## src/rtl/mc_bridge_pkg.sv

```systemverilog
package mc_bridge_pkg;

  ////////////////////////////////////////////////////////////////////////////
  // widths
  ////////////////////////////////////////////////////////////////////////////

  // processor side
  localparam int PADDR_WIDTH = 40;
  localparam int DATA_WIDTH  = 32;
  localparam int MASK_WIDTH  = DATA_WIDTH / 8;

  // mesh endpoint side
  localparam int NET_ADDR_WIDTH = 28;
  localparam int X_CORD_WIDTH   = 7;
  localparam int Y_CORD_WIDTH   = 7;

  // one id per outstanding transaction
  localparam int MAX_OUTSTANDING = 4;
  localparam int TRANS_ID_WIDTH  = $clog2(MAX_OUTSTANDING);
  localparam int REG_ID_WIDTH    = 5;

  ////////////////////////////////////////////////////////////////////////////
  // address decode
  ////////////////////////////////////////////////////////////////////////////

  // word address span inside one compute tile
  localparam int TILE_EPA_WIDTH = 18;

  // top two bits of the physical address pick the target
  localparam logic [1:0] TARGET_TILE   = 2'b11;
  localparam logic [1:0] TARGET_VCACHE = 2'b10;

  ////////////////////////////////////////////////////////////////////////////
  // encodings
  ////////////////////////////////////////////////////////////////////////////

  typedef enum logic [2:0]
  {
    e_mem_rd    = 3'b000
    , e_mem_wr    = 3'b001
    , e_mem_uc_rd = 3'b010
    , e_mem_uc_wr = 3'b011
    , e_mem_amo   = 3'b100
  } mem_msg_e;

  // log2 of the access size in bytes
  typedef enum logic [1:0]
  {
    e_size_1   = 2'b00
    , e_size_2 = 2'b01
    , e_size_4 = 2'b10
  } msg_size_e;

  typedef enum logic [1:0]
  {
    e_amoadd    = 2'b00
    , e_amoor   = 2'b01
    , e_amoswap = 2'b10
  } amo_subop_e;

  // same numbering as the mesh packet op field
  typedef enum logic [2:0]
  {
    e_remote_load      = 3'd0
    , e_remote_store   = 3'd1
    , e_remote_amoswap = 3'd4
    , e_remote_amoor   = 3'd5
    , e_remote_amoadd  = 3'd6
  } net_op_e;

endpackage
```

## src/rtl/mc_bridge.sv

```systemverilog
`timescale 1ns/1ps

module mc_bridge
  import mc_bridge_pkg::*;
  (input                               clk_i
   , input                             reset_i
   , input [Y_CORD_WIDTH-1:0]          my_y_i

   // processor commands
   , input [PADDR_WIDTH-1:0]           io_cmd_addr_i
   , input mem_msg_e                   io_cmd_msg_i
   , input msg_size_e                  io_cmd_size_i
   , input amo_subop_e                 io_cmd_subop_i
   , input [DATA_WIDTH-1:0]            io_cmd_data_i
   , input                             io_cmd_v_i
   , output logic                      io_cmd_ready_o

   // requests into the mesh
   , output logic [NET_ADDR_WIDTH-1:0] out_addr_o
   , output net_op_e                   out_op_o
   , output logic [REG_ID_WIDTH-1:0]   out_reg_id_o
   , output logic [DATA_WIDTH-1:0]     out_payload_o
   , output logic [MASK_WIDTH-1:0]     out_mask_o
   , output logic [X_CORD_WIDTH-1:0]   out_x_o
   , output logic [Y_CORD_WIDTH-1:0]   out_y_o
   , output logic                      out_v_o
   , input                             out_ready_i

   // replies from the mesh are always taken
   , input                             returned_v_i
   , input [REG_ID_WIDTH-1:0]          returned_reg_id_i
   , input [DATA_WIDTH-1:0]            returned_data_i

   // processor responses
   , output logic [PADDR_WIDTH-1:0]    io_resp_addr_o
   , output mem_msg_e                  io_resp_msg_o
   , output msg_size_e                 io_resp_size_o
   , output logic [DATA_WIDTH-1:0]     io_resp_data_o
   , output logic                      io_resp_v_o
   , input                             io_resp_yumi_i
   );

  logic [PADDR_WIDTH-1:0]    head_addr_lo;
  mem_msg_e                  head_msg_lo;
  msg_size_e                 head_size_lo;
  amo_subop_e                head_subop_lo;
  logic [DATA_WIDTH-1:0]     head_data_lo;
  logic                      head_v_lo, head_pop_lo;

  logic                      alloc_lo, alloc_v_lo;
  logic [TRANS_ID_WIDTH-1:0] alloc_id_lo;

  logic [PADDR_WIDTH-1:0]    deq_addr_lo;
  mem_msg_e                  deq_msg_lo;
  msg_size_e                 deq_size_lo;
  logic [DATA_WIDTH-1:0]     deq_data_lo;
  logic                      deq_v_lo, deq_lo;

  ////////////////////////////////////////////////////////////////////////////
  // command side
  ////////////////////////////////////////////////////////////////////////////

  cmd_fifo cmd_queue
    (.clk_i(clk_i)
     ,.reset_i(reset_i)
     ,.wr_addr_i(io_cmd_addr_i)
     ,.wr_msg_i(io_cmd_msg_i)
     ,.wr_size_i(io_cmd_size_i)
     ,.wr_subop_i(io_cmd_subop_i)
     ,.wr_data_i(io_cmd_data_i)
     ,.wr_v_i(io_cmd_v_i)
     ,.wr_ready_o(io_cmd_ready_o)
     ,.head_addr_o(head_addr_lo)
     ,.head_msg_o(head_msg_lo)
     ,.head_size_o(head_size_lo)
     ,.head_subop_o(head_subop_lo)
     ,.head_data_o(head_data_lo)
     ,.head_v_o(head_v_lo)
     ,.pop_i(head_pop_lo)
     );

  request_former req_former
    (.cmd_addr_i(head_addr_lo)
     ,.cmd_msg_i(head_msg_lo)
     ,.cmd_size_i(head_size_lo)
     ,.cmd_subop_i(head_subop_lo)
     ,.cmd_data_i(head_data_lo)
     ,.cmd_v_i(head_v_lo)
     ,.cmd_pop_o(head_pop_lo)
     ,.alloc_id_i(alloc_id_lo)
     ,.alloc_v_i(alloc_v_lo)
     ,.alloc_o(alloc_lo)
     ,.my_y_i(my_y_i)
     ,.out_addr_o(out_addr_o)
     ,.out_op_o(out_op_o)
     ,.out_reg_id_o(out_reg_id_o)
     ,.out_payload_o(out_payload_o)
     ,.out_mask_o(out_mask_o)
     ,.out_x_o(out_x_o)
     ,.out_y_o(out_y_o)
     ,.out_v_o(out_v_o)
     ,.out_ready_i(out_ready_i)
     );

  ////////////////////////////////////////////////////////////////////////////
  // tracking and response side
  ////////////////////////////////////////////////////////////////////////////

  reorder_buffer rob
    (.clk_i(clk_i)
     ,.reset_i(reset_i)
     ,.alloc_i(alloc_lo)
     ,.alloc_addr_i(head_addr_lo)
     ,.alloc_msg_i(head_msg_lo)
     ,.alloc_size_i(head_size_lo)
     ,.alloc_id_o(alloc_id_lo)
     ,.alloc_v_o(alloc_v_lo)
     ,.returned_v_i(returned_v_i)
     ,.returned_reg_id_i(returned_reg_id_i)
     ,.returned_data_i(returned_data_i)
     ,.deq_addr_o(deq_addr_lo)
     ,.deq_msg_o(deq_msg_lo)
     ,.deq_size_o(deq_size_lo)
     ,.deq_data_o(deq_data_lo)
     ,.deq_v_o(deq_v_lo)
     ,.deq_i(deq_lo)
     );

  response_former resp_former
    (.deq_addr_i(deq_addr_lo)
     ,.deq_msg_i(deq_msg_lo)
     ,.deq_size_i(deq_size_lo)
     ,.deq_data_i(deq_data_lo)
     ,.deq_v_i(deq_v_lo)
     ,.deq_o(deq_lo)
     ,.io_resp_addr_o(io_resp_addr_o)
     ,.io_resp_msg_o(io_resp_msg_o)
     ,.io_resp_size_o(io_resp_size_o)
     ,.io_resp_data_o(io_resp_data_o)
     ,.io_resp_v_o(io_resp_v_o)
     ,.io_resp_yumi_i(io_resp_yumi_i)
     );

endmodule

```

## src/rtl/response_former.sv

```systemverilog
`timescale 1ns/1ps

module response_former
  import mc_bridge_pkg::*;
  (input [PADDR_WIDTH-1:0]             deq_addr_i
   , input mem_msg_e                   deq_msg_i
   , input msg_size_e                  deq_size_i
   , input [DATA_WIDTH-1:0]            deq_data_i
   , input                             deq_v_i
   , output logic                      deq_o

   , output logic [PADDR_WIDTH-1:0]    io_resp_addr_o
   , output mem_msg_e                  io_resp_msg_o
   , output msg_size_e                 io_resp_size_o
   , output logic [DATA_WIDTH-1:0]     io_resp_data_o
   , output logic                      io_resp_v_o
   , input                             io_resp_yumi_i
   );

  // header comes back unchanged
  assign io_resp_addr_o = deq_addr_i;
  assign io_resp_msg_o  = deq_msg_i;
  assign io_resp_size_o = deq_size_i;

  // fill the whole word with the accessed bytes
  always_comb
    begin
      case (deq_size_i)
        e_size_1: io_resp_data_o = {4{deq_data_i[7:0]}};
        e_size_2: io_resp_data_o = {2{deq_data_i[15:0]}};
        default:  io_resp_data_o = deq_data_i;
      endcase
    end

  assign io_resp_v_o = deq_v_i;

  // release the entry once the processor takes it
  assign deq_o = io_resp_v_o & io_resp_yumi_i;

endmodule

```

## src/rtl/reorder_buffer.sv

```systemverilog
`timescale 1ns/1ps

module reorder_buffer
  import mc_bridge_pkg::*;
  (input                               clk_i
   , input                             reset_i

   , input                             alloc_i
   , input [PADDR_WIDTH-1:0]           alloc_addr_i
   , input mem_msg_e                   alloc_msg_i
   , input msg_size_e                  alloc_size_i
   , output logic [TRANS_ID_WIDTH-1:0] alloc_id_o
   , output logic                      alloc_v_o

   , input                             returned_v_i
   , input [REG_ID_WIDTH-1:0]          returned_reg_id_i
   , input [DATA_WIDTH-1:0]            returned_data_i

   , output logic [PADDR_WIDTH-1:0]    deq_addr_o
   , output mem_msg_e                  deq_msg_o
   , output msg_size_e                 deq_size_o
   , output logic [DATA_WIDTH-1:0]     deq_data_o
   , output logic                      deq_v_o
   , input                             deq_i
   );

  logic [PADDR_WIDTH-1:0] addr_mem [MAX_OUTSTANDING];
  mem_msg_e               msg_mem  [MAX_OUTSTANDING];
  msg_size_e              size_mem [MAX_OUTSTANDING];
  logic [DATA_WIDTH-1:0]  data_mem [MAX_OUTSTANDING];

  logic [MAX_OUTSTANDING-1:0] filled_r;
  logic [TRANS_ID_WIDTH-1:0]  alloc_ptr_r, deq_ptr_r;
  logic [TRANS_ID_WIDTH:0]    used_r;

  logic                      write_v;
  logic [TRANS_ID_WIDTH-1:0] write_id;

  ////////////////////////////////////////////////////////////////////////////
  // allocate and write back
  ////////////////////////////////////////////////////////////////////////////

  assign alloc_id_o = alloc_ptr_r;
  assign alloc_v_o  = (used_r != (TRANS_ID_WIDTH+1)'(MAX_OUTSTANDING));

  // replies with ids outside the tracked range are dropped
  assign write_v  = returned_v_i & (returned_reg_id_i < REG_ID_WIDTH'(MAX_OUTSTANDING));
  assign write_id = returned_reg_id_i[TRANS_ID_WIDTH-1:0];

  always_ff @(posedge clk_i)
    begin
      if (alloc_i)
        begin
          addr_mem[alloc_ptr_r] <= alloc_addr_i;
          msg_mem[alloc_ptr_r]  <= alloc_msg_i;
          size_mem[alloc_ptr_r] <= alloc_size_i;
        end
      if (write_v)
        data_mem[write_id] <= returned_data_i;
    end

  always_ff @(posedge clk_i)
    begin
      if (reset_i)
        begin
          filled_r    <= '0;
          alloc_ptr_r <= '0;
          deq_ptr_r   <= '0;
          used_r      <= '0;
        end
      else
        begin
          if (alloc_i)
            alloc_ptr_r <= alloc_ptr_r + TRANS_ID_WIDTH'(1);
          if (deq_i)
            begin
              deq_ptr_r           <= deq_ptr_r + TRANS_ID_WIDTH'(1);
              filled_r[deq_ptr_r] <= 1'b0;
            end
          if (write_v)
            filled_r[write_id] <= 1'b1;
          case ({alloc_i, deq_i})
            2'b10:   used_r <= used_r + (TRANS_ID_WIDTH+1)'(1);
            2'b01:   used_r <= used_r - (TRANS_ID_WIDTH+1)'(1);
            default: used_r <= used_r;
          endcase
        end
    end

  ////////////////////////////////////////////////////////////////////////////
  // in-order release
  ////////////////////////////////////////////////////////////////////////////

  assign deq_v_o    = (used_r != '0) & filled_r[deq_ptr_r];
  assign deq_addr_o = addr_mem[deq_ptr_r];
  assign deq_msg_o  = msg_mem[deq_ptr_r];
  assign deq_size_o = size_mem[deq_ptr_r];
  assign deq_data_o = data_mem[deq_ptr_r];

endmodule

```

## src/rtl/request_former.sv

```systemverilog
`timescale 1ns/1ps

module request_former
  import mc_bridge_pkg::*;
  (input [PADDR_WIDTH-1:0]             cmd_addr_i
   , input mem_msg_e                   cmd_msg_i
   , input msg_size_e                  cmd_size_i
   , input amo_subop_e                 cmd_subop_i
   , input [DATA_WIDTH-1:0]            cmd_data_i
   , input                             cmd_v_i
   , output logic                      cmd_pop_o

   , input [TRANS_ID_WIDTH-1:0]        alloc_id_i
   , input                             alloc_v_i
   , output logic                      alloc_o

   , input [Y_CORD_WIDTH-1:0]          my_y_i

   , output logic [NET_ADDR_WIDTH-1:0] out_addr_o
   , output net_op_e                   out_op_o
   , output logic [REG_ID_WIDTH-1:0]   out_reg_id_o
   , output logic [DATA_WIDTH-1:0]     out_payload_o
   , output logic [MASK_WIDTH-1:0]     out_mask_o
   , output logic [X_CORD_WIDTH-1:0]   out_x_o
   , output logic [Y_CORD_WIDTH-1:0]   out_y_o
   , output logic                      out_v_o
   , input                             out_ready_i
   );

  ////////////////////////////////////////////////////////////////////////////
  // target decode
  ////////////////////////////////////////////////////////////////////////////

  logic [1:0] target;
  logic       is_tile, is_vcache;
  logic       vcache_top_row;

  assign target    = cmd_addr_i[PADDR_WIDTH-1-:2];
  assign is_tile   = (target == TARGET_TILE);
  assign is_vcache = (target == TARGET_VCACHE);

  // one address bit picks the top or bottom cache row
  assign vcache_top_row = cmd_addr_i[2+NET_ADDR_WIDTH+X_CORD_WIDTH];

  always_comb
    begin
      if (is_tile)
        begin
          out_addr_o = NET_ADDR_WIDTH'(cmd_addr_i[2+:TILE_EPA_WIDTH]);
          out_x_o    = cmd_addr_i[2+TILE_EPA_WIDTH+:X_CORD_WIDTH];
          out_y_o    = cmd_addr_i[2+TILE_EPA_WIDTH+X_CORD_WIDTH+:Y_CORD_WIDTH];
        end
      else if (is_vcache)
        begin
          out_addr_o = cmd_addr_i[2+:NET_ADDR_WIDTH];
          out_x_o    = cmd_addr_i[2+NET_ADDR_WIDTH+:X_CORD_WIDTH];
          out_y_o    = vcache_top_row ? '1 : '0;
        end
      else
        begin
          // host sits one row above this endpoint
          out_addr_o = cmd_addr_i[0+:NET_ADDR_WIDTH];
          out_x_o    = '0;
          out_y_o    = my_y_i - Y_CORD_WIDTH'(1);
        end
    end

  ////////////////////////////////////////////////////////////////////////////
  // opcode, payload and mask
  ////////////////////////////////////////////////////////////////////////////

  logic [MASK_WIDTH-1:0] store_mask;

  always_comb
    begin
      case (cmd_size_i)
        e_size_1: store_mask = 4'h1 << cmd_addr_i[1:0];
        e_size_2: store_mask = 4'h3 << cmd_addr_i[1:0];
        default:  store_mask = 4'hf << cmd_addr_i[1:0];
      endcase
    end

  always_comb
    begin
      out_op_o      = e_remote_store;
      out_payload_o = cmd_data_i;
      out_mask_o    = '0;
      case (cmd_msg_i)
        e_mem_rd, e_mem_uc_rd:
          begin
            // part select plus the hex and byte op flags
            out_op_o           = e_remote_load;
            out_payload_o      = '0;
            out_payload_o[1:0] = cmd_addr_i[1:0];
            out_payload_o[2]   = (cmd_size_i == e_size_2);
            out_payload_o[3]   = (cmd_size_i == e_size_1);
          end
        e_mem_amo:
          begin
            case (cmd_subop_i)
              e_amoadd: out_op_o = e_remote_amoadd;
              e_amoor:  out_op_o = e_remote_amoor;
              default:  out_op_o = e_remote_amoswap;
            endcase
          end
        default:
          begin
            // wr and uc_wr
            out_mask_o = store_mask;
          end
      endcase
    end

  assign out_reg_id_o = {{(REG_ID_WIDTH-TRANS_ID_WIDTH){1'b0}}, alloc_id_i};

  // issue needs a command, a free id and a ready network
  assign out_v_o   = cmd_v_i & alloc_v_i & out_ready_i;
  assign alloc_o   = out_v_o;
  assign cmd_pop_o = out_v_o;

endmodule

```

## src/rtl/cmd_fifo.sv

```systemverilog
`timescale 1ns/1ps

module cmd_fifo
  import mc_bridge_pkg::*;
  (input                            clk_i
   , input                          reset_i

   , input [PADDR_WIDTH-1:0]        wr_addr_i
   , input mem_msg_e                wr_msg_i
   , input msg_size_e               wr_size_i
   , input amo_subop_e              wr_subop_i
   , input [DATA_WIDTH-1:0]         wr_data_i
   , input                          wr_v_i
   , output logic                   wr_ready_o

   , output logic [PADDR_WIDTH-1:0] head_addr_o
   , output mem_msg_e               head_msg_o
   , output msg_size_e              head_size_o
   , output amo_subop_e             head_subop_o
   , output logic [DATA_WIDTH-1:0]  head_data_o
   , output logic                   head_v_o
   , input                          pop_i
   );

  // two entries need only one-bit pointers
  logic [PADDR_WIDTH-1:0] addr_mem  [2];
  mem_msg_e               msg_mem   [2];
  msg_size_e              size_mem  [2];
  amo_subop_e             subop_mem [2];
  logic [DATA_WIDTH-1:0]  data_mem  [2];

  logic       wr_ptr_r, rd_ptr_r;
  logic [1:0] count_r;
  logic       push, pop;

  assign wr_ready_o = (count_r != 2'd2);
  assign head_v_o   = (count_r != 2'd0);

  assign push = wr_v_i & wr_ready_o;
  assign pop  = pop_i & head_v_o;

  always_ff @(posedge clk_i)
    begin
      if (push)
        begin
          addr_mem[wr_ptr_r]  <= wr_addr_i;
          msg_mem[wr_ptr_r]   <= wr_msg_i;
          size_mem[wr_ptr_r]  <= wr_size_i;
          subop_mem[wr_ptr_r] <= wr_subop_i;
          data_mem[wr_ptr_r]  <= wr_data_i;
        end
    end

  always_ff @(posedge clk_i)
    begin
      if (reset_i)
        begin
          wr_ptr_r <= 1'b0;
          rd_ptr_r <= 1'b0;
          count_r  <= 2'd0;
        end
      else
        begin
          if (push)
            wr_ptr_r <= ~wr_ptr_r;
          if (pop)
            rd_ptr_r <= ~rd_ptr_r;
          // count only moves when exactly one side fires
          case ({push, pop})
            2'b10:   count_r <= count_r + 2'd1;
            2'b01:   count_r <= count_r - 2'd1;
            default: count_r <= count_r;
          endcase
        end
    end

  // oldest command
  assign head_addr_o  = addr_mem[rd_ptr_r];
  assign head_msg_o   = msg_mem[rd_ptr_r];
  assign head_size_o  = size_mem[rd_ptr_r];
  assign head_subop_o = subop_mem[rd_ptr_r];
  assign head_data_o  = data_mem[rd_ptr_r];

endmodule

```

## config.mk

```make
export PLATFORM = sky130hd
export DESIGN_NAME = mc_bridge
export DESIGN_NICKNAME = d
export VERILOG_FILES = /design/src/rtl/mc_bridge_pkg.sv /design/src/rtl/mc_bridge.sv /design/src/rtl/response_former.sv /design/src/rtl/reorder_buffer.sv /design/src/rtl/request_former.sv /design/src/rtl/cmd_fifo.sv
export SDC_FILE = /design/constraint.sdc
export NUM_CORES = 1
export LEC_CHECK = 0
export ABC_AREA = 1
export BUFFER_PORTS_ARGS = -buffer_cell sky130_fd_sc_hd__buf_2
export CAP_MARGIN = 20
export CORE_MARGIN = 3
export CORE_UTILIZATION = 45
export CTS_CLUSTER_DIAMETER = 80
export CTS_CLUSTER_SIZE = 24
export DETAILED_ROUTE_END_ITERATION = 12
export GPL_ROUTABILITY_DRIVEN = 0
export PLACE_DENSITY = 0.66
export RECOVER_POWER = 25
export SYNTH_ARGS = -nofsm -noshare
export SYNTH_HDL_FRONTEND = slang
export SYNTH_SLANG_ARGS = --single-unit
```

## constraint.sdc

```tcl
create_clock -name clk_i -period 7.13 [get_ports clk_i]
set_input_delay 0.3565 -clock clk_i [delete_from_list [all_inputs] [get_ports clk_i]]
set_output_delay 0.3565 -clock clk_i [all_outputs]
set_load 0.03 [all_outputs]
```

After elaboration in Yosys (flattened, before gate mapping)
Memories as Yosys holds them, arrays and structs flattened. A register that Yosys moved wholly into a read port is not among the register bits.
Cells that the tools add are included.
Operators by class
  shift-type cells: 3
  add/subtract/negate cells: 7
  eq/ne operators: 13
  bitwise operators: 12
  $lt $le $gt $ge: 5
  mux-type cells: 48
  reduce and logical (&&, ||, !) cells: 12
Operators with widths (number)
  32-bit one-hot mux with 2 select lines: 1
  28-bit 2-to-1 mux: 2
  7-bit 2-to-1 mux: 5
  32-bit 2-to-1 mux: 1
  1-bit 2-to-1 mux: 19
  2-bit 2-to-1 mux: 8
  4-bit 2-to-1 mux: 4
  3-bit one-hot mux with 2 select lines: 2
  2-bit by 1-bit equality test with 1-bit output (second input constant): 5
  2-bit equality test (second input constant): 4
  2-bit one-hot mux with 2 select lines: 2
  4-bit one-hot mux with 2 select lines: 1
  1-bit bitwise AND: 7
  7-bit by 1-bit subtractor with 7-bit output (second input constant): 1
  2-bit by 1-bit adder with 2-bit output (second input constant): 3
  2-bit zero test: 3
  2-bit by 3-bit less-than comparator with 1-bit output (second input constant): 2
  2-bit nonzero test: 3
  5-bit by 3-bit less-than comparator with 1-bit output (second input constant): 1
  4-bit bitwise AND: 1
  1-bit demux with 2-bit select: 2
  2-bit by 1-bit >= comparator with 1-bit output (second input constant): 2
  4-bit inverter: 1
  4-bit bitwise OR: 1
  other kinds (17): 19
Storage, ports and cells
  bits in writable memories: 466
  input bits: 129
  register bits: 15
  memories kept: 9
  output and inout port bits: 166
  word-level logic and storage cells: 116
Memories
  rob.addr_mem: words 4, bits a word 40, rd ports 1, clocked after memory_dff 1, write ports 1, line reorder_buffer.sv:27  | logic [PADDR_WIDTH-1:0] addr_mem [MAX_OUTSTANDING];
  rob.data_mem: words 4, bits a word 32, rd ports 1, clocked after memory_dff 1, write ports 1, line reorder_buffer.sv:30  | logic [DATA_WIDTH-1:0] data_mem [MAX_OUTSTANDING];
  cmd_queue.addr_mem: words 2, bits a word 40, rd ports 1, clocked after memory_dff 1, write ports 1, line cmd_fifo.sv:26  | logic [PADDR_WIDTH-1:0] addr_mem [2];
  cmd_queue.data_mem: words 2, bits a word 32, rd ports 1, clocked after memory_dff 1, write ports 1, line cmd_fifo.sv:30  | logic [DATA_WIDTH-1:0] data_mem [2];
  rob.msg_mem: words 4, bits a word 3, rd ports 1, clocked after memory_dff 1, write ports 1, line reorder_buffer.sv:28  | mem_msg_e msg_mem [MAX_OUTSTANDING];
  rob.size_mem: words 4, bits a word 2, rd ports 1, clocked after memory_dff 1, write ports 1, line reorder_buffer.sv:29  | msg_size_e size_mem [MAX_OUTSTANDING];
  +3 memories

Logic depth before layout (Yosys ltp)
Gate-level depths: netlist of run 1.
  word-level depth: 10
  depth in mapped cells: 13
  depth with buffers taken out: 13

Cells and area by module
Synthesis of run 1 repeated with hierarchy kept, for this count alone.
Second synthesis, totals
  cells, all modules: 1509
  area total of the unflattened synthesis: 20054.2 um^2
By module, submodules not included
  reorder_buffer: times used 1, area an instance 12146.6 um^2, sequential area each 9509.1 um^2, cells an instance 848
  cmd_fifo: times used 1, area an instance 5977.0 um^2, sequential area each 4844.6 um^2, cells an instance 284
  request_former: times used 1, area an instance 1143.6 um^2, sequential area each 0.0 um^2, cells an instance 242
  response_former: times used 1, area an instance 787.0 um^2, sequential area each 0.0 um^2, cells an instance 135

Worst setup path before layout of run 1
OpenSTA, ideal clock, no wires.
  path kind: reg-to-reg
  start: register cmd_queue.count_r[0]
  end: memory cmd_queue.addr_mem[1][0] (enable)
  setup time: 519 ps
  data arrival time: 4158 ps
  buffers on the path: 0
  stages on the path, launching flop included: 5
  slack: 2454 ps
  period minus slack after synthesis: 4676 ps
  cells stage by stage: dfxtp_1 inv_1 nand2_1 nand2_1 nor2_1
On the way
  cells in the longest elaborated chain, start to end: 4
Ends and longest elaborated chain
  start: declaration: line cmd_fifo.sv:33  | logic [1:0] count_r;
  start signal: assignment: line cmd_fifo.sv:70  | 2'b10: count_r <= count_r + 2'd1;
  start signal: assignment: line cmd_fifo.sv:71  | 2'b01: count_r <= count_r - 2'd1;
  start signal: assignment: line cmd_fifo.sv:72  | default: count_r <= count_r;
  2-bit inequality test: line cmd_fifo.sv:36  | assign wr_ready_o = (count_r != 2'd2);
  named net io_cmd_ready_o: line mc_bridge.sv:16  | , output logic io_cmd_ready_o
  1-bit bitwise AND: line cmd_fifo.sv:39  | assign push = wr_v_i & wr_ready_o;
  1-bit 2-to-1 mux: line cmd_fifo.sv:44  | if (push)
  1-bit 2-to-1 mux (not written as such): line cmd_fifo.sv:46  | addr_mem[wr_ptr_r] <= wr_addr_i;
  end: declaration: line cmd_fifo.sv:26
The timed path passes the listed nets, and every way through them passes these cells.

==> flow_metrics.tcl, run 1 <==
set metrics [dict create \
    status "finished clean" \
    hold_ws_ns 0.0872 \
    hold_path_startpoint "io_cmd_v_i" \
    synth.distinct_cells 43 \
    hold_buffers 110 \
    overflow 0 \
    rsz0062_at_grt "false" \
    ant_nets 0 \
    cts.path.max_buffers 3 \
    hold_viol_final 0 \
    slew_headroom_pct 27.9 \
    synth_async_sr_flop_share_pct 0 \
    multi_input_area_um2 4260 \
    path_clk_slew_ns 0.09 \
    worstPathRequired_ns 6.77 \
    arrival_ns 3.77 \
    dp_cells 2266 \
    r2r_start "cmd_queue.count_r[0]$_SDFFE_PP0P_" \
    wl_per_cell_um 18.9 \
    synthCells 1503 \
    grt_pass1_vias 12487 \
    final_layout_size_suffix_gt1_share_pct 15.9 \
    portBuffers 291 \
    fmax_ghz 0.242 \
    synth_area_um2 19200 \
    post-route-period-util_pct 57.9 \
    slew_violations 0 \
    firstDrtPassIters 5 \
    synth-edff-count 466 \
    drc 0 \
    h-tree-depth 1 \
    cts_resized 0 \
    setup_ws_ns 3.00 \
    hold_class "in2reg" \
    avgSynthCellArea_um2 12.8 \
    post-route-min-period_ns 4.13 \
    reg2reg_to "cmd_queue.data_mem[1][23]$_DFFE_PP_" \
    num_vias 12797 \
    ys_seq_area_share_pct 74.7 \
    initial_core_util_pct 45.7 \
    cellLeakagePower_nw 8.38 \
    grt_pass1_wl_mm 69.1 \
    wl_mm 45.6 \
    drv_cap 0 \
    r2r_slack_ns 4.51 \
    io_pins 295 \
    ys_ff_latch 484 \
    cp-start-kind "register" \
    grt.total_usage_pct 19.6 \
    clkLatencyLatePin_ns 0.58 \
    grt_max_degree 99 \
    antenna_cells 0 \
    die_height_um 213 \
    clock_skew_ns 0.0189 \
    setup_viol 0 \
    whs_path_depth 3 \
    path_max_fanout 71 \
    fin_cells 2415 \
    root_buffer "clkbuf_16" \
    nFillCells 3500 \
    yosys_warnings 0 \
    cts_buffers 27 \
    critPathKind "reg2out" \
    worstSetupEndpointType "output pin" \
    hold-path-endpoint "cmd_queue.wr_ptr_r$_SDFFE_PP0N_" \
    fin_setup_tns_ns 0 \
    place_ws_ns 3.60 \
    die-area_um2 45200 \
    ys.flop_type "edfxtp_1" \
    tightest_slew_ns 1.08 \
    fp.coreArea_um2 42000 \
    drt-initial-drc-count 870 \
    powerDensity_nw_per_um2 295 \
    num_rows 75 \
    cts_setup_buffers 0 \
    die_w_um 213 \
    clkSinkCount 484 \
    via_per_inst 5.30 \
    fin_util_pct 54.4 \
    cts_tree "built" \
    ff2ff_path_depth 5 \
    dp_hpwl_mm 28.4 \
    antenna_found_initial 0 \
    max-vdd-ir-drop_v 0.000244 \
    register_area_um2 14400 \
    layout.nets 2007 \
    area_growth_pct 19.0 \
]
[layout by cell type, fill, tap and decap left out, types with 3 or more instances in the layout]
master | synthesis | layout
a21oi_1 | 70 | 70
a22oi_1 | 8 | 8
a31oi_1 | 18 | 18
a32o_1 | 7 | 7
buf_2 | 34 | 206
buf_4 | 12 | 13
clkbuf_1 | 28 | 84
clkbuf_16 | 0 | 27
clkinv_1 | 2 | 3
clkinv_8 | 0 | 3
conb_1 | 1 | 3
dfxtp_1 | 18 | 15
dlygate4sd3_1 | 0 | 110
edfxtp_1 | 466 | 466
ha_1 | 11 | 11
inv_1 | 50 | 46
inv_2 | 8 | 12
inv_6 | 0 | 3
nand2_1 | 299 | 299
nand2_2 | 3 | 3
nand3_1 | 31 | 31
nand4_1 | 4 | 4
nor2_1 | 159 | 153
nor2_4 | 0 | 6
nor3_1 | 5 | 5
o211ai_1 | 8 | 8
o21ai_0 | 148 | 148
o21ai_2 | 7 | 7
o22ai_1 | 68 | 68
or2_1 | 7 | 7
xnor2_1 | 3 | 3
[worst max path at each step]
stage                                                  from                            endpoint  slack, ns
after floorplan           cmd_queue.count_r[0]$_SDFFE_PP0P_  cmd_queue.addr_mem[1][0]$_DFFE_PP_       2.45
after global placement                             register                  io_resp_data_o[30]       3.70
after detailed placement                           register                  io_resp_data_o[30]       3.60
after CTS                                          register                  io_resp_data_o[30]       2.96
after global routing                               register                  io_resp_data_o[30]       2.61
final                                              register                  io_resp_data_o[31]       3.00
[metrics by stage]
step                      cell area [µm²]  total power [mW]
after CTS                           23000              6.81
after global routing                22900              7.05
after floorplan                     19200              4.63
after detailed placement            21100              5.17
after global placement              21100              5.15
final                               22900              6.75
[layout make-up]
class	count	share of cell area [%]
clock buffer	28	2.97
clock inverter	11	0.547
inverter	62	1.04
multi-input combinational	877	18.6
sequential	484	62.8
tap	539	2.95
timing repair buffer	414	11.1
[power by group]
| group | total, mW | leakage [nW] | switching [mW] | internal, mW |
|---|---|---|---|---|
| Sequential | 3.47 | 4.41 | 0.0494 | 3.42 |
| Clock | 1.60 | 0.386 | 0.889 | 0.715 |
| Combinational | 1.67 | 3.58 | 1.26 | 0.409 |
[critical path, stage by stage, from the launching register on]
cell	delay, ns
dfxtp_2	0.31
buf_4	0.37
inv_2	0.48
buf_4	0.62
nand3_1	0.17
nand2_2	0.37
nand2_2	0.22
inv_2	0.19
nand2_1	0.10
nand3_1	0.12
buf_2	0.20
[layer usage]
| metal | vias to the layer above | GRT usage [%] | wire, µm |
|---|---|---|---|
| met4 | 0 | 4.59 | 888 |
| met1 | 6200 | 25.9 | 19100 |
| li1 | 6112 | - | - |
| met3 | 68 | 4.95 | 3590 |
| met5 | - | 0 | 0 |
| met2 | 417 | 33.0 | 22000 |
[registers in the layout, summed over array words and instances, names as in the netlist, 4 cells and up, named ones only]
register,flops
cmd_queue.addr_mem,80
cmd_queue.size_mem,4
cmd_queue.msg_mem,6
cmd_queue.subop_mem,4
rob.addr_mem,160
rob.msg_mem,12
rob.filled_r,4
cmd_queue.data_mem,64
rob.data_mem,128
rob.size_mem,8
[logic make-up (layout without fill, tap and decap cells)]
logic type      Yosys count  in the layout  synth area share [%]
compound gates          338            338                  9.92
fa+ha+maj                12             12                 0.820
xor+xnor                  5              5                 0.228
mux                       2              2                 0.111
simple gates            517            517                  10.8
buf+inv                 144            515                  3.49
other cells               1              3                0.0195
flops                   484            484                  74.7
[cell usage after synthesis, drive strengths merged (5+ instances only)]
cell type / instances / area, µm²
a21oi: 70 / 350
a22oi: 8 / 60.1
a31oi: 18 / 113
a32o: 7 / 70.1
buf: 54 / 328
clkbuf: 28 / 105
dfxtp: 18 / 360
edfxtp: 466 / 14000
ha: 11 / 138
inv: 60 / 230
nand2: 304 / 1160
nand3: 31 / 155
nor2: 162 / 629
nor3: 5 / 25.0
o211ai: 8 / 60.1
o21ai: 156 / 807
o22ai: 68 / 425
or2: 9 / 56.3
Note: power is estimated with default switching activity, not from simulation.
==> run 2, diff against run 1 <==
PLACE_DENSITY = 0.68   (was 0.66)
clock period = 3.4 ns   (was 7.13 ns; I/O delays follow)
==> run 2 against run 1 <==
Net effect: via count is 1.1% higher; hold slack better by 0.19 ns; total power grew 110%; wire length is 2.5% higher; final area is 0.87% higher; global-route usage grew 0.38 points; cell count rose by 1.3%.
==> flow_metrics.tcl, run 2 (synthesized netlist as in run 1, its figures left out) <==
set metrics [dict create \
    status "finished clean" \
    grt_pass1_wl_mm 70.3 \
    drc 0 \
    portBuffers 291 \
    grt_max_degree 87 \
    top_register "rob.addr_mem" \
    largest_reg_flops 160 \
    ant_nets 0 \
    antenna_found_initial 0 \
    grt_pass1_vias 12483 \
    path_max_fanout 38 \
    dp_cells 2281 \
    tightest_slew_ns 0.879 \
    setup_viol 0 \
    die-area_um2 45200 \
    cts_setup_buffers 0 \
    hold_class "in2reg" \
    num_vias 12935 \
    antenna_cells 0 \
    max-vdd-ir-drop_v 0.000529 \
    io_pins 295 \
    powerDensity_nw_per_um2 610 \
    cts_buffers 25 \
    fp.coreArea_um2 42000 \
    use_met2_pct 34.5 \
    fmax_ghz 0.320 \
    post-route-period-util_pct 92.0 \
    slew_violations 0 \
    wl_mm 46.7 \
    wl_per_cell_um 19.1 \
    layout.nets 2033 \
    fin_cells 2446 \
    use_met1_pct 25.9 \
    grt.total_usage_pct 20.0 \
    cts.path.max_buffers 3 \
    cp-start-kind "register" \
    cts_resized 0 \
    layout_commonest_cell "edfxtp_1" \
    h-tree-depth 1 \
    critPathKind "reg2out" \
    fin_setup_tns_ns 0 \
    die_height_um 213 \
    drt-initial-drc-count 906 \
    grt.busiest_layer "met2" \
    rsz0062_at_grt "false" \
    clkLatencyLatePin_ns 0.59 \
    hold_viol_final 0 \
    final_cell_mix "466 x edfxtp_1, 299 x nand2_1, 197 x buf_2, 153 x nor2_1, 148 x o21ai_0" \
    overflow 0 \
    dp_hpwl_mm 29.6 \
    met3_usage_pct 4.72 \
    area_growth_pct 20.1 \
    drv_cap 0 \
    via_per_inst 5.29 \
    firstDrtPassIters 5 \
    final_layout_size_suffix_gt1_share_pct 15.5 \
    reg.largest.list "rob.addr_mem x160, rob.data_mem x128, cmd_queue.addr_mem x80" \
    clock_skew_ns 0.0395 \
    path_clk_slew_ns 0.09 \
    num_rows 75 \
    clkSinkCount 484 \
    cellLeakagePower_nw 8.48 \
    root_buffer "clkbuf_16" \
    die_w_um 213 \
    worstPathRequired_ns 3.23 \
    cts_tree "built" \
    worstSetupEndpointType "output pin" \
    slew_headroom_pct 41.4 \
    post-route-min-period_ns 3.13 \
    initial_core_util_pct 45.7 \
    arrival_ns 2.96 \
]
[run 2: final cells by class]
| type | count | area [µm²] |
|---|---|---|
| fill | 3468 | 19000 |
| inverter | 62 | 238 |
| timing repair buffer | 442 | 2820 |
| sequential | 484 | 14400 |
| clock inverter | 8 | 77.6 |
| multi-input combinational | 877 | 4260 |
| tap | 539 | 674 |
| clock buffer | 34 | 659 |
[run 2: power breakdown]
part	switching, mW	internal, mW
logic	2.67	0.887
registers	0.110	7.17
clock network	1.84	1.40
[run 2: repair_timing]
item	in CTS	in global routing
endpoints found under the setup margin	0	0
hold endpoints to repair	296	0
hold buffers	123	0
[run 2: through the flow]
step / instance area, µm² / power (mW) / util, % / hold WS (ns) / worst slack [ns]
5_1_grt: 23100 / 14.7 / 54.9 / 0.279 / 0.0272
3_5_place_dp: 21200 / 10.9 / 50.5 / 0.361 / 0.858
3_3_place_gp: 21200 / 10.8 / 50.5 / 0.357 / 0.910
2_1_floorplan: 19200 / 9.70 / - / 0.269 / 0.0367
4_1_cts: 23200 / 14.2 / 55.2 / 0.232 / 0.213
6_report: 23100 / 14.1 / 54.9 / 0.273 / 0.272
[run 2: final timing paths]
kind | start | to | slack (ns) | cells past startpoint
setup / recovery | register | out_x_o[5] | 0.27 | 8
hold reg to reg | cmd_queue.rd_ptr_r$_SDFFE_PP0P_ | cmd_queue.rd_ptr_r$_SDFFE_PP0P_ | 0.46 | 1
hold / removal | out_ready_i | rob.alloc_id_o[1]$_SDFFE_PP0P_ | 0.27 | 3
setup reg to reg | rob.deq_ptr_r[0]$_SDFFE_PP0N_ | rob.used_r[2]$_SDFFE_PP0P_ | 0.96 | 13
[run 2: worst max-delay path, stage by stage, from the launching register on]
cell	delay (ns)
dfxtp_2	0.35
buf_4	0.39
nand2_1	0.11
nand2_2	0.41
inv_2	0.20
nor2_2	0.33
inv_2	0.15
o21ai_0	0.20
buf_2	0.23
[run 2: per-layer routing]
metal,share of wire [%],vias up
li1,-,6163
met1,41,6234
met2,49,474
met3,7.7,64
met4,2.3,0
met5,0,-
